**config.mk**
```make
export PLATFORM = sky130hd
export DESIGN_NAME = reg_board
export DESIGN_NICKNAME = d
export VERILOG_FILES = /design/src/design/reg_board_pkg.sv /design/src/design/field_decoder.sv /design/src/design/reg_major.sv /design/src/design/reg_readout.sv /design/src/design/reg_board.sv
export VERILOG_INCLUDE_DIRS = /design/src /design/src/design
export SDC_FILE = /design/constraint.sdc
export NUM_CORES = 1
export LEC_CHECK = 0
export ABC_AREA = 1
export BUFFER_PORTS_ARGS = -buffer_cell sky130_fd_sc_hd__buf_4
export CAP_MARGIN = 20
export CORE_MARGIN = 10
export CORE_UTILIZATION = 38
export DETAILED_ROUTE_END_ITERATION = 8
export GPL_TIMING_DRIVEN = 1
export PLACE_DENSITY = 0.56
export REMOVE_ABC_BUFFERS = 1
export SLEW_MARGIN = 20
export SYNTH_ARGS = -nofsm -noshare
export SYNTH_HDL_FRONTEND = slang
export SYNTH_SLANG_ARGS = --single-unit
```
**constraint.sdc**
```tcl
create_clock -name clk4 -period 2.8 [get_ports clk4]
set_input_delay 0.28 -clock clk4 [delete_from_list [all_inputs] [get_ports clk4]]
set_output_delay 0.28 -clock clk4 [all_outputs]
set_load 0.01 [all_outputs]
```
**src/design/reg_board_settings.svh**
```systemverilog
// Width settings for the register board: word, front-panel byte and microcode fields

`ifndef REG_BOARD_SETTINGS_SVH
`define REG_BOARD_SETTINGS_SVH

//////////////////////////////////////////////////
// Datapath widths
//////////////////////////////////////////////////

`define REG_WIDTH    16   // Major register and processor bus width
`define FP_WIDTH     8    // Front panel data is one byte

//////////////////////////////////////////////////
// Microcode field widths
//////////////////////////////////////////////////

`define FIELD_WIDTH  5    // Bus read and write address fields
`define ACTION_WIDTH 4    // Action field, bit 3 is the enable

`endif

```
**src/design/reg_board_pkg.sv**
```systemverilog
// Register board package: word, byte, field, register-select and strobe vector types

`include "reg_board_settings.svh"

package reg_board_pkg;

   //////////////////////////////////////////////////
   // Data types
   //////////////////////////////////////////////////

   typedef logic [`REG_WIDTH-1:0]    word_t;          // Register or bus word
   typedef logic [`FP_WIDTH-1:0]     fp_byte_t;       // Front panel byte

   //////////////////////////////////////////////////
   // Microcode fields
   //////////////////////////////////////////////////

   typedef logic [`FIELD_WIDTH-1:0]  addr_field_t;    // Read or write address
   typedef logic [`ACTION_WIDTH-1:0] action_field_t;  // Action code

   //////////////////////////////////////////////////
   // Register selection
   //////////////////////////////////////////////////

   // Numbering follows the low two bits of a bus address
   typedef enum logic [1:0] {
      sel_pc = 2'd0,                                  // Program counter
      sel_dr = 2'd1,                                  // Data register
      sel_ac = 2'd2,                                  // Accumulator
      sel_sp = 2'd3                                   // Stack pointer
   } reg_sel_e;

   // One strobe bit per major register, indexed by reg_sel_e
   typedef logic [3:0] strobe_vec_t;

endpackage

```
**src/design/field_decoder.sv**
```systemverilog
// Microcode field decoder: read, write and action fields to per-register strobes

module field_decoder (
   input  reg_board_pkg::addr_field_t   raddr,       // Bus read address field
   input  reg_board_pkg::addr_field_t   waddr,       // Bus write address field
   input  reg_board_pkg::action_field_t action,      // Action field
   output reg_board_pkg::strobe_vec_t   read_sel,    // One-hot, register drives bus
   output logic                         read_valid,  // Some register drives bus
   output reg_board_pkg::strobe_vec_t   load,        // Register loads from bus
   output reg_board_pkg::strobe_vec_t   inc,         // Register counts up
   output reg_board_pkg::strobe_vec_t   dec          // Register counts down
);

   import reg_board_pkg::*;

   //////////////////////////////////////////////////
   // Address decode
   //////////////////////////////////////////////////

   // Board owns the address block with bit 4 low and bit 3 high.
   // Bit 2 high is the upper half of that block, which belongs to
   // another card, so it selects nothing here
   function automatic strobe_vec_t decode_addr(addr_field_t field);
      strobe_vec_t sel;
      sel = '0;
      if (!field[4] && field[3] && !field[2]) begin    // Our four addresses
         sel[reg_sel_e'(field[1:0])] = 1'b1;           // Low bits pick register
      end
      return sel;
   endfunction

   always_comb begin
      read_sel   = decode_addr(raddr);                // Bus read decoder
      read_valid = |read_sel;                         // Drive enable for bus
      load       = decode_addr(waddr);                // Write decoder, own field
   end

   //////////////////////////////////////////////////
   // Action decode
   //////////////////////////////////////////////////

   always_comb begin
      inc = '0;                                       // Idle unless enabled
      dec = '0;
      if (action[3]) begin                            // Action enable bit
         case (action[2:0])
            3'd0: inc[sel_pc] = 1'b1;                 // PC only counts up
            3'd2: inc[sel_dr] = 1'b1;
            3'd3: dec[sel_dr] = 1'b1;
            3'd4: inc[sel_ac] = 1'b1;
            3'd5: dec[sel_ac] = 1'b1;
            3'd6: inc[sel_sp] = 1'b1;
            3'd7: dec[sel_sp] = 1'b1;
            default: ;                                // Code 1 is a no-op
         endcase
      end
   end

   // Note that dec[sel_pc] stays low for every code, and no code
   // raises both inc and dec for one register

endmodule

```
**src/design/reg_major.sv**
```systemverilog
// Major register: 16-bit storage with bus load, increment and decrement

module reg_major (
   input  logic                 clk4,     // Write strobe phase clock
   input  logic                 rst,      // Synchronous, active high
   input  reg_board_pkg::word_t ibus_in,  // Processor bus write data
   input  logic                 load,     // Load from bus
   input  logic                 inc,      // Count up by one
   input  logic                 dec,      // Count down by one
   output reg_board_pkg::word_t value     // Current register contents
);

   import reg_board_pkg::*;

   //////////////////////////////////////////////////
   // Counter step
   //////////////////////////////////////////////////

   word_t step;        // +1 or -1 as a word
   word_t count_next;  // Counted value
   word_t value_next;  // Value after this edge
   logic  count_en;    // Either action strobe

   // One shared adder serves both directions.
   // Minus one is all ones, so wraparound comes for free
   always_comb begin
      count_en   = inc | dec;
      step       = inc ? word_t'(1) : '1;            // Inc wins, never both
      count_next = value + step;                     // Modulo 2^16
   end

   //////////////////////////////////////////////////
   // Update priority
   //////////////////////////////////////////////////

   always_comb begin
      if (load) begin
         value_next = ibus_in;                       // Bus write beats action
      end else if (count_en) begin
         value_next = count_next;
      end else begin
         value_next = value;                         // Hold
      end
   end

   //////////////////////////////////////////////////
   // Storage
   //////////////////////////////////////////////////

   always_ff @(posedge clk4) begin
      if (rst) begin
         value <= '0;                                // All registers clear on reset
      end else begin
         value <= value_next;
      end
   end

endmodule

```
**src/design/reg_readout.sv**
```systemverilog
// Register readout: bus read mux and drive enable, front panel byte, accumulator zero flag

`include "reg_board_settings.svh"

module reg_readout (
   input  reg_board_pkg::word_t       pc,          // Program counter
   input  reg_board_pkg::word_t       dr,          // Data register
   input  reg_board_pkg::word_t       ac,          // Accumulator
   input  reg_board_pkg::word_t       sp,          // Stack pointer
   input  reg_board_pkg::strobe_vec_t read_sel,    // One-hot bus read select
   input  logic                       read_valid,  // A register is selected
   input  logic                       fp_en,       // Front panel read enable
   input  reg_board_pkg::reg_sel_e    fp_reg,      // Front panel register
   input  logic                       fp_high,     // High byte when set
   output reg_board_pkg::word_t       ibus_out,    // Bus read data
   output logic                       ibus_drive,  // Bus drive enable
   output reg_board_pkg::fp_byte_t    fpd,         // Front panel data
   output logic                       fz           // Accumulator is zero
);

   import reg_board_pkg::*;

   word_t    regs [4];  // Registers in reg_sel_e order
   word_t    bus_word;  // Selected bus register
   word_t    fp_word;   // Selected panel register
   fp_byte_t fp_byte;   // Selected panel byte

   always_comb begin
      regs[sel_pc] = pc;
      regs[sel_dr] = dr;
      regs[sel_ac] = ac;
      regs[sel_sp] = sp;
   end

   //////////////////////////////////////////////////
   // Processor bus read
   //////////////////////////////////////////////////

   // Stands in for the four tristate buffers on the bus
   always_comb begin
      bus_word = '0;
      for (int i = 0; i < 4; i++) begin
         if (read_sel[i]) bus_word = regs[i];       // At most one bit set
      end
      ibus_out   = read_valid ? bus_word : '0;     // Quiet bus when idle
      ibus_drive = read_valid;
   end

   //////////////////////////////////////////////////
   // Front panel and flags
   //////////////////////////////////////////////////

   always_comb begin
      fp_word = regs[fp_reg];
      fp_byte = fp_high ? fp_word[`REG_WIDTH-1 -: `FP_WIDTH]  // Upper byte
                        : fp_word[`FP_WIDTH-1:0];             // Lower byte
      fpd     = fp_en ? fp_byte : '0;
      fz      = (ac == '0);                                   // Zero flag for ALU card
   end

endmodule

```
**src/design/reg_board.sv**
```systemverilog
// Register board top level: field decoder, four major registers and readout stage

module reg_board (
   input  logic                         clk4,        // Write strobe phase clock
   input  logic                         rst,         // Synchronous, active high
   input  reg_board_pkg::addr_field_t   raddr,       // Microcode read address
   input  reg_board_pkg::addr_field_t   waddr,       // Microcode write address
   input  reg_board_pkg::action_field_t action,      // Microcode action
   input  reg_board_pkg::word_t         ibus_in,     // Bus data into the board
   output reg_board_pkg::word_t         ibus_out,    // Bus data out of the board
   output logic                         ibus_drive,  // Board drives the bus
   input  logic                         fp_en,       // Front panel read enable
   input  reg_board_pkg::reg_sel_e      fp_reg,      // Front panel register
   input  logic                         fp_high,     // Front panel high byte
   output reg_board_pkg::fp_byte_t      fpd,         // Front panel data
   output reg_board_pkg::word_t         pc_out,      // PC to neighbouring card
   output reg_board_pkg::word_t         ac_out,      // AC to neighbouring card
   output logic                         fz           // AC zero flag
);

   import reg_board_pkg::*;

   strobe_vec_t read_sel;    // Bus read select
   logic        read_valid;  // Bus read active
   strobe_vec_t load;        // Per-register loads
   strobe_vec_t inc;         // Per-register increments
   strobe_vec_t dec;         // Per-register decrements
   word_t       dr;          // Data register value
   word_t       sp;          // Stack pointer value

   //////////////////////////////////////////////////
   // Decoders
   //////////////////////////////////////////////////

   field_decoder decoder (
      .raddr(raddr), .waddr(waddr), .action(action),
      .read_sel(read_sel), .read_valid(read_valid),
      .load(load), .inc(inc), .dec(dec)
   );

   //////////////////////////////////////////////////
   // Major registers
   //////////////////////////////////////////////////

   reg_major reg_pc (                                // PC, dec strobe never set
      .clk4(clk4), .rst(rst), .ibus_in(ibus_in),
      .load(load[sel_pc]), .inc(inc[sel_pc]), .dec(dec[sel_pc]),
      .value(pc_out)
   );

   reg_major reg_dr (
      .clk4(clk4), .rst(rst), .ibus_in(ibus_in),
      .load(load[sel_dr]), .inc(inc[sel_dr]), .dec(dec[sel_dr]),
      .value(dr)
   );

   reg_major reg_ac (                                // Also exported
      .clk4(clk4), .rst(rst), .ibus_in(ibus_in),
      .load(load[sel_ac]), .inc(inc[sel_ac]), .dec(dec[sel_ac]),
      .value(ac_out)
   );

   reg_major reg_sp (
      .clk4(clk4), .rst(rst), .ibus_in(ibus_in),
      .load(load[sel_sp]), .inc(inc[sel_sp]), .dec(dec[sel_sp]),
      .value(sp)
   );

   //////////////////////////////////////////////////
   // Output stage
   //////////////////////////////////////////////////

   reg_readout readout (
      .pc(pc_out), .dr(dr), .ac(ac_out), .sp(sp),
      .read_sel(read_sel), .read_valid(read_valid),
      .fp_en(fp_en), .fp_reg(fp_reg), .fp_high(fp_high),
      .ibus_out(ibus_out), .ibus_drive(ibus_drive),
      .fpd(fpd), .fz(fz)
   );

endmodule

```
### Word level (Yosys, flattened, before mapping)

Cells that the tools add are included.

| word-level totals | value |
|---|---|
| input bits | 36 |
| logic and storage cells | 77 |
| output and inout bits | 58 |
| flip-flop bits (word level) | 64 |

| cells by class | value |
|---|---|
| order comparisons | 5 |
| bitwise gates (word level) | 4 |
| reduce and logical (&&, ||, !) cells | 17 |
| mux-type cells | 37 |
| equality and inequality tests | 6 |
| $add $sub $neg | 4 |

Operator list:

| operator | number |
|---|---|
| 2-to-1 mux 16 bit | 19 |
| adder 16 bit | 4 |
| binary-select mux 16 bit (select 2 bit) | 1 |
| zero test 16 bit | 1 |
| 2-to-1 mux 8 bit | 2 |
| == test 3 bit (second input constant) | 4 |
| 2-to-1 mux 4 bit | 3 |
| 2-to-1 mux 1 bit | 9 |
| nonzero test 2 bit | 4 |
| == test 3 x 2 -> 1 bit (second input constant) | 2 |
| logical AND 1 bit | 6 |
| less-than comparator 2 x 3 -> 1 bit (second input constant) | 2 |
| demux 1 bit (select 2 bit) | 2 |
| >= comparator 2 x 1 -> 1 bit (second input constant) | 2 |
| zero test 1 bit | 4 |
| OR reduction 4 bit | 1 |
| >= comparator 3 bit (second input constant) | 1 |
| zero test 3 bit | 1 |
| 2-to-1 mux 3 bit | 1 |
| NOT 2 -> 3 bit | 1 |
| OR 1 bit | 3 |

### Longest topological paths before layout

| logic depth | value |
|---|---|
| word-level depth | 10 |
| depth in mapped cells | 14 |
| depth with buffers taken out | 14 |

### By module

Synthesis repeated with hierarchy kept, for this count alone.

| unflattened totals | value |
|---|---|
| cell total of the unflattened synthesis | 1494 |
| area total of the unflattened synthesis | 8451.9 um^2 |

By module, submodules not included:

| module | cells each | instances | seq. area each (um^2) | area each (um^2) |
|---|---|---|---|---|
| reg_major at reg_ac ... | 276 | 3 | 320.3 | 1666.6 |
| reg_major at reg_sp | 270 | 1 | 320.3 | 1714.1 |
| reg_readout | 352 | 1 | 0.0 | 1559.0 |
| field_decoder | 44 | 1 | 0.0 | 178.9 |

### Worst setup path before layout

Ideal clock, no wire load.

| timing path | value |
|---|---|
| path type | input-to-reg |
| from | input port action[0] |
| to | register reg_pc.value[5] |
| required time | 2.670 ns |
| cell stages on the path | 9 |
| slack | 0.327 ns |
| library setup time | 0.130 ns |
| path buffers | 0 |
| arrival | 2.343 ns |
| path through | inv_1 -> nand4_1 -> ha_1 -> or2_2 -> nand3_1 -> nand2_1 -> or2_2 -> a31oi_1 -> nor2_1 |

| between the ends | value |
|---|---|
| word-level cells in the longest chain between the ends | 7 |
| elaborated cells between the ends (all ways) | 8 |
| classes of those cells | add/sub: 1; mux: 5; reduce/logical: 2 |

Ends and longest elaborated chain:

| item | RTL line | source |
|---|---|---|
| start: declaration | reg_board.sv:8 | `input reg_board_pkg::action_field_t action,` |
| zero test 3 bit * | field_decoder.sv:46 | `case (action[2:0])` |
| 2-to-1 mux 1 bit * | field_decoder.sv:46 |  |
| 2-to-1 mux 4 bit * | field_decoder.sv:45 | `if (action[3]) begin` |
| 2-to-1 mux 16 bit | reg_major.sv:28 | `step = inc ? word_t'(1) : '1;` |
| adder 16 bit | reg_major.sv:29 | `count_next = value + step;` |
| 2-to-1 mux 16 bit | reg_major.sv:39 | `end else if (count_en) begin` |
| 2-to-1 mux 16 bit | reg_major.sv:37 | `if (load) begin` |
| end signal: assignment | reg_major.sv:54 | `value <= value_next;` |
| end: declaration | reg_major.sv:10 | `output reg_board_pkg::word_t value` |

Mark *: on every way between the ends. The rest lies on a longest branch, timed or not. The select of a mux whose other input is x is not followed.
A chain may end at the register's enable or synchronous reset.

### Worst setup path after layout

| timing path | value |
|---|---|
| from | input port action[2] |
| to | register reg_dr.value[7] |

| between the ends | value |
|---|---|
| word-level cells in the longest chain between the ends | 7 |
| elaborated cells between the ends (all ways) | 12 |
| classes of those cells | add/sub: 1; eq/ne: 2; mux: 7; bitwise: 1; reduce/logical: 1 |

Ends and longest elaborated chain:

| item | RTL line |
|---|---|
| == test 3 x 2 -> 1 bit | field_decoder.sv:46 |
| 2-to-1 mux 1 bit | field_decoder.sv:46 |
| 2-to-1 mux 4 bit | field_decoder.sv:45 |
| 2-to-1 mux 16 bit | reg_major.sv:28 |
| adder 16 bit | reg_major.sv:29 |
| 2-to-1 mux 16 bit | reg_major.sv:39 |
| 2-to-1 mux 16 bit | reg_major.sv:37 |
| end signal: assignment | reg_major.sv:54 |
| end: declaration | reg_major.sv:10 |

Parallel ways exist; a longest one is shown, timed or not. The select of a mux whose other input is x is not followed.

==> impl_metrics.ini <==
[final_layout]
finalNonFillerCells = 1684
diodes = 0
fillers = 2278
final_cell_mix = nand2_1, inv_1, a21oi_1
area_growth_pct = 15.17
fin_util = 0.4431
fin_nets = 1513
layout_commonest_cell = nand2_1
fin_area_sq_mm = 0.008937
layout-drive-gt1-share = 0.1146

[clocking]
htree_levels = 3
clk_latency_ns = 0.35
clock_sinks = 64
cts_resized = 0
hold_buffers = 0
cts_setup_buffers = 0
cts_buffer_depth = 2
numCtsBuffers = 9
cts_tree = yes
cts-root-buf = clkbuf_16
cts.clk_slew.worst_paths_ns = 0.06

[route]
wl_met2_microns = 12410
wl_per_cell_microns = 17.26
dr.max_layer_used = met4
drt-met1-wl_microns = 13500
wl_met3_microns = 2684
dr.pass1.iters = 6
vias = 8778
antenna_left = 0
wirelength_microns = 29070
first_iter_violations = 804
viasPerCell = 5.213
drc = 0

[global_route]
overflow = 0
antenna_found_initial = 0
grtUsageTotal = 0.2120
grt_first_pass_wirelength_microns = 44590
grt_max_degree = 53
grt_pass1_vias = 8193

[yosys]
synth_area_sq_mm = 0.007760
yosys.area_share.adder = 0.1135
ys_async_sr_fraction = 0
yosysTopAreaCell = dfxtp_1
synth_area_leaders = dfxtp_1, nand2_1, inv_1
synth_xor_area_frac = 0.01467
yosysWarningCount = 0
synth_compound_area_frac = 0.2096
synthSimpleGateAreaFrac = 0.3286
synth_seq_cells = 64
synth_edf_count = 0
synth_top_area_frac = 0.1651
synth_cells = 1335
synthMuxAreaShare = 0
yosysSeqAreaShare = 0.1651
synthDistinctLibCells = 38
syn_area_per_cell_sq_um = 5.813
synth_ff_type = dfxtp_1
synth_top_family_by_area = simple AND/OR/NAND/NOR gates

[die]
row_count = 52
die_x_microns = 162.9
core_sq_mm = 0.02017
dieArea_sq_mm = 0.02654
start_util = 0.3847
ios = 94
die_h_microns = 162.9

[power_and_ir_drop]
ir_drop_uv = 297.1
cellLeakagePower_uw = 0.004704
p_total_uw = 4010
p_per_area_mw_per_mm2 = 448.7

[sta]
grt_setup_unrepaired = no
maxSlewHeadroom = 0.4959
setup_viol = 0
finalHoldViolCount = 0
max_freq_mhz = 424.0
tightest_slew_ns = 0.7553
fin_crit_ns = 2.359
period_share = 0.8424
skew_ns = 0.01242
fin_tns_setup_ns = 0
slew_viol_final = 0

[critical_path]
worstSetupPathType = input port to flop
endpoint_kind = flop
cp.required_ns = 3.00
crit_fanout = 15
crit_path_start_kind = input port
cp.arrival_ns = 2.56

[outcome]
outcome = finished clean

[placed_design]
globalplace.congestion = 0.9352
dp_hpwl_microns = 23040
dp.cells = 1668
placed_cell_area_sq_mm = 0.008637
portBuffers = 93

[worst_hold_path]
hold_class = input port to flop

[job]
drv_cap = 0
==> per-stage QoR <==
step	setup slack, ns	hold slack [ns]
final	0.4413	0.2322
after CTS	0.5171	0.2281
after global placement	0.2317	0.5812
after global routing	0.2178	0.2454
after floorplan	0.3418	0.3424
after detailed placement	0.1634	0.5965
==> registers in the layout (all words and copies together), names as in the netlist <==
signal        count
reg_ac.value     16
reg_dr.value     16
reg_pc.value     16
reg_sp.value     16
==> power breakdown <==
part | leakage (uW) | total (uW) | switching, uW | internal, uW
combinational | 0.00403 | 1760 | 1120 | 636
sequential | 0.000522 | 1060 | 89.7 | 975
clock | 0.000150 | 1190 | 450 | 736
total | 0.00470 | 4010 | 1660 | 2350
==> worst paths after layout <==
| path | cells past startpoint | start | slack [ns] | end |
|---|---|---|---|---|
| worst min register to register | 3 | reg_dr.value[0]$_SDFFE_PP0P_ | 0.62 | reg_dr.value[0]$_SDFFE_PP0P_ |
| worst max register to register | 9 | reg_ac.value[0]$_SDFFE_PP0P_ | 0.68 | reg_ac.value[8]$_SDFFE_PP0P_ |
| worst min-delay path | 3 | ibus_in[4] | 0.23 | reg_pc.value[4]$_SDFFE_PP0P_ |
| worst max-delay path | 14 | action[2] | 0.44 | reg_dr.value[7]$_SDFFE_PP0P_ |
==> layer usage <==
metal | track usage | vias to the layer above
li1 | - | 4491
met1 | 0.2886 | 3934
met2 | 0.3273 | 324
met3 | 0.05662 | 29
met4 | 0.04590 | 0
met5 | 0 | -
==> synthesized netlist by cell type (2+ instances only) <==
cell,number
o21ai_1,18
o21ai_0,38
o22ai_1,44
inv_2,7
nand3b_1,9
fa_1,4
buf_6,8
or2_2,17
ha_1,64
nor3_1,12
buf_1,2
xnor2_1,4
a21oi_1,119
inv_1,279
o22ai_2,2
nand4_1,13
nor2_1,76
nand2_2,6
a21oi_2,4
xor2_1,9
clkbuf_1,21
nand2_1,337
nand2_4,3
o221ai_1,19
nand3_1,104
a31oi_1,17
nor2_2,2
buf_2,7
dfxtp_1,64
o21a_1,18
==> logic make-up (layout without fill, tap and decap cells) <==
family,count (synthesis),in the layout
simple gates,584,584
xor+xnor,13,13
compound gates,280,280
flops,64,64
fa+ha+maj,68,68
buf+inv,326,405
==> cell type report <==
type                    count  area, sq um  area share
multi-input cells         945         5171      0.5786
flip-flops and latches     64         1281      0.1434
inverters                 286         1074      0.1201
repair buffers            103        773.2     0.08652
well taps                 270        337.8     0.03780
clock buffers              13        260.3     0.02912
clock inverters             3        40.04    0.004480
==> critical path: stages <==
cell and delay (ns):
buf_4 0.11, inv_1 0.06, nand3_1 0.20, nor2_1 0.33, inv_1 0.14, buf_4 0.23
ha_1 0.35, nand2_1 0.11, inv_1 0.06, a21oi_1 0.13, nand2_1 0.12, or2_2 0.29
nand3_1 0.06, a21oi_1 0.07
Note: power is estimated with default switching activity, not from simulation.
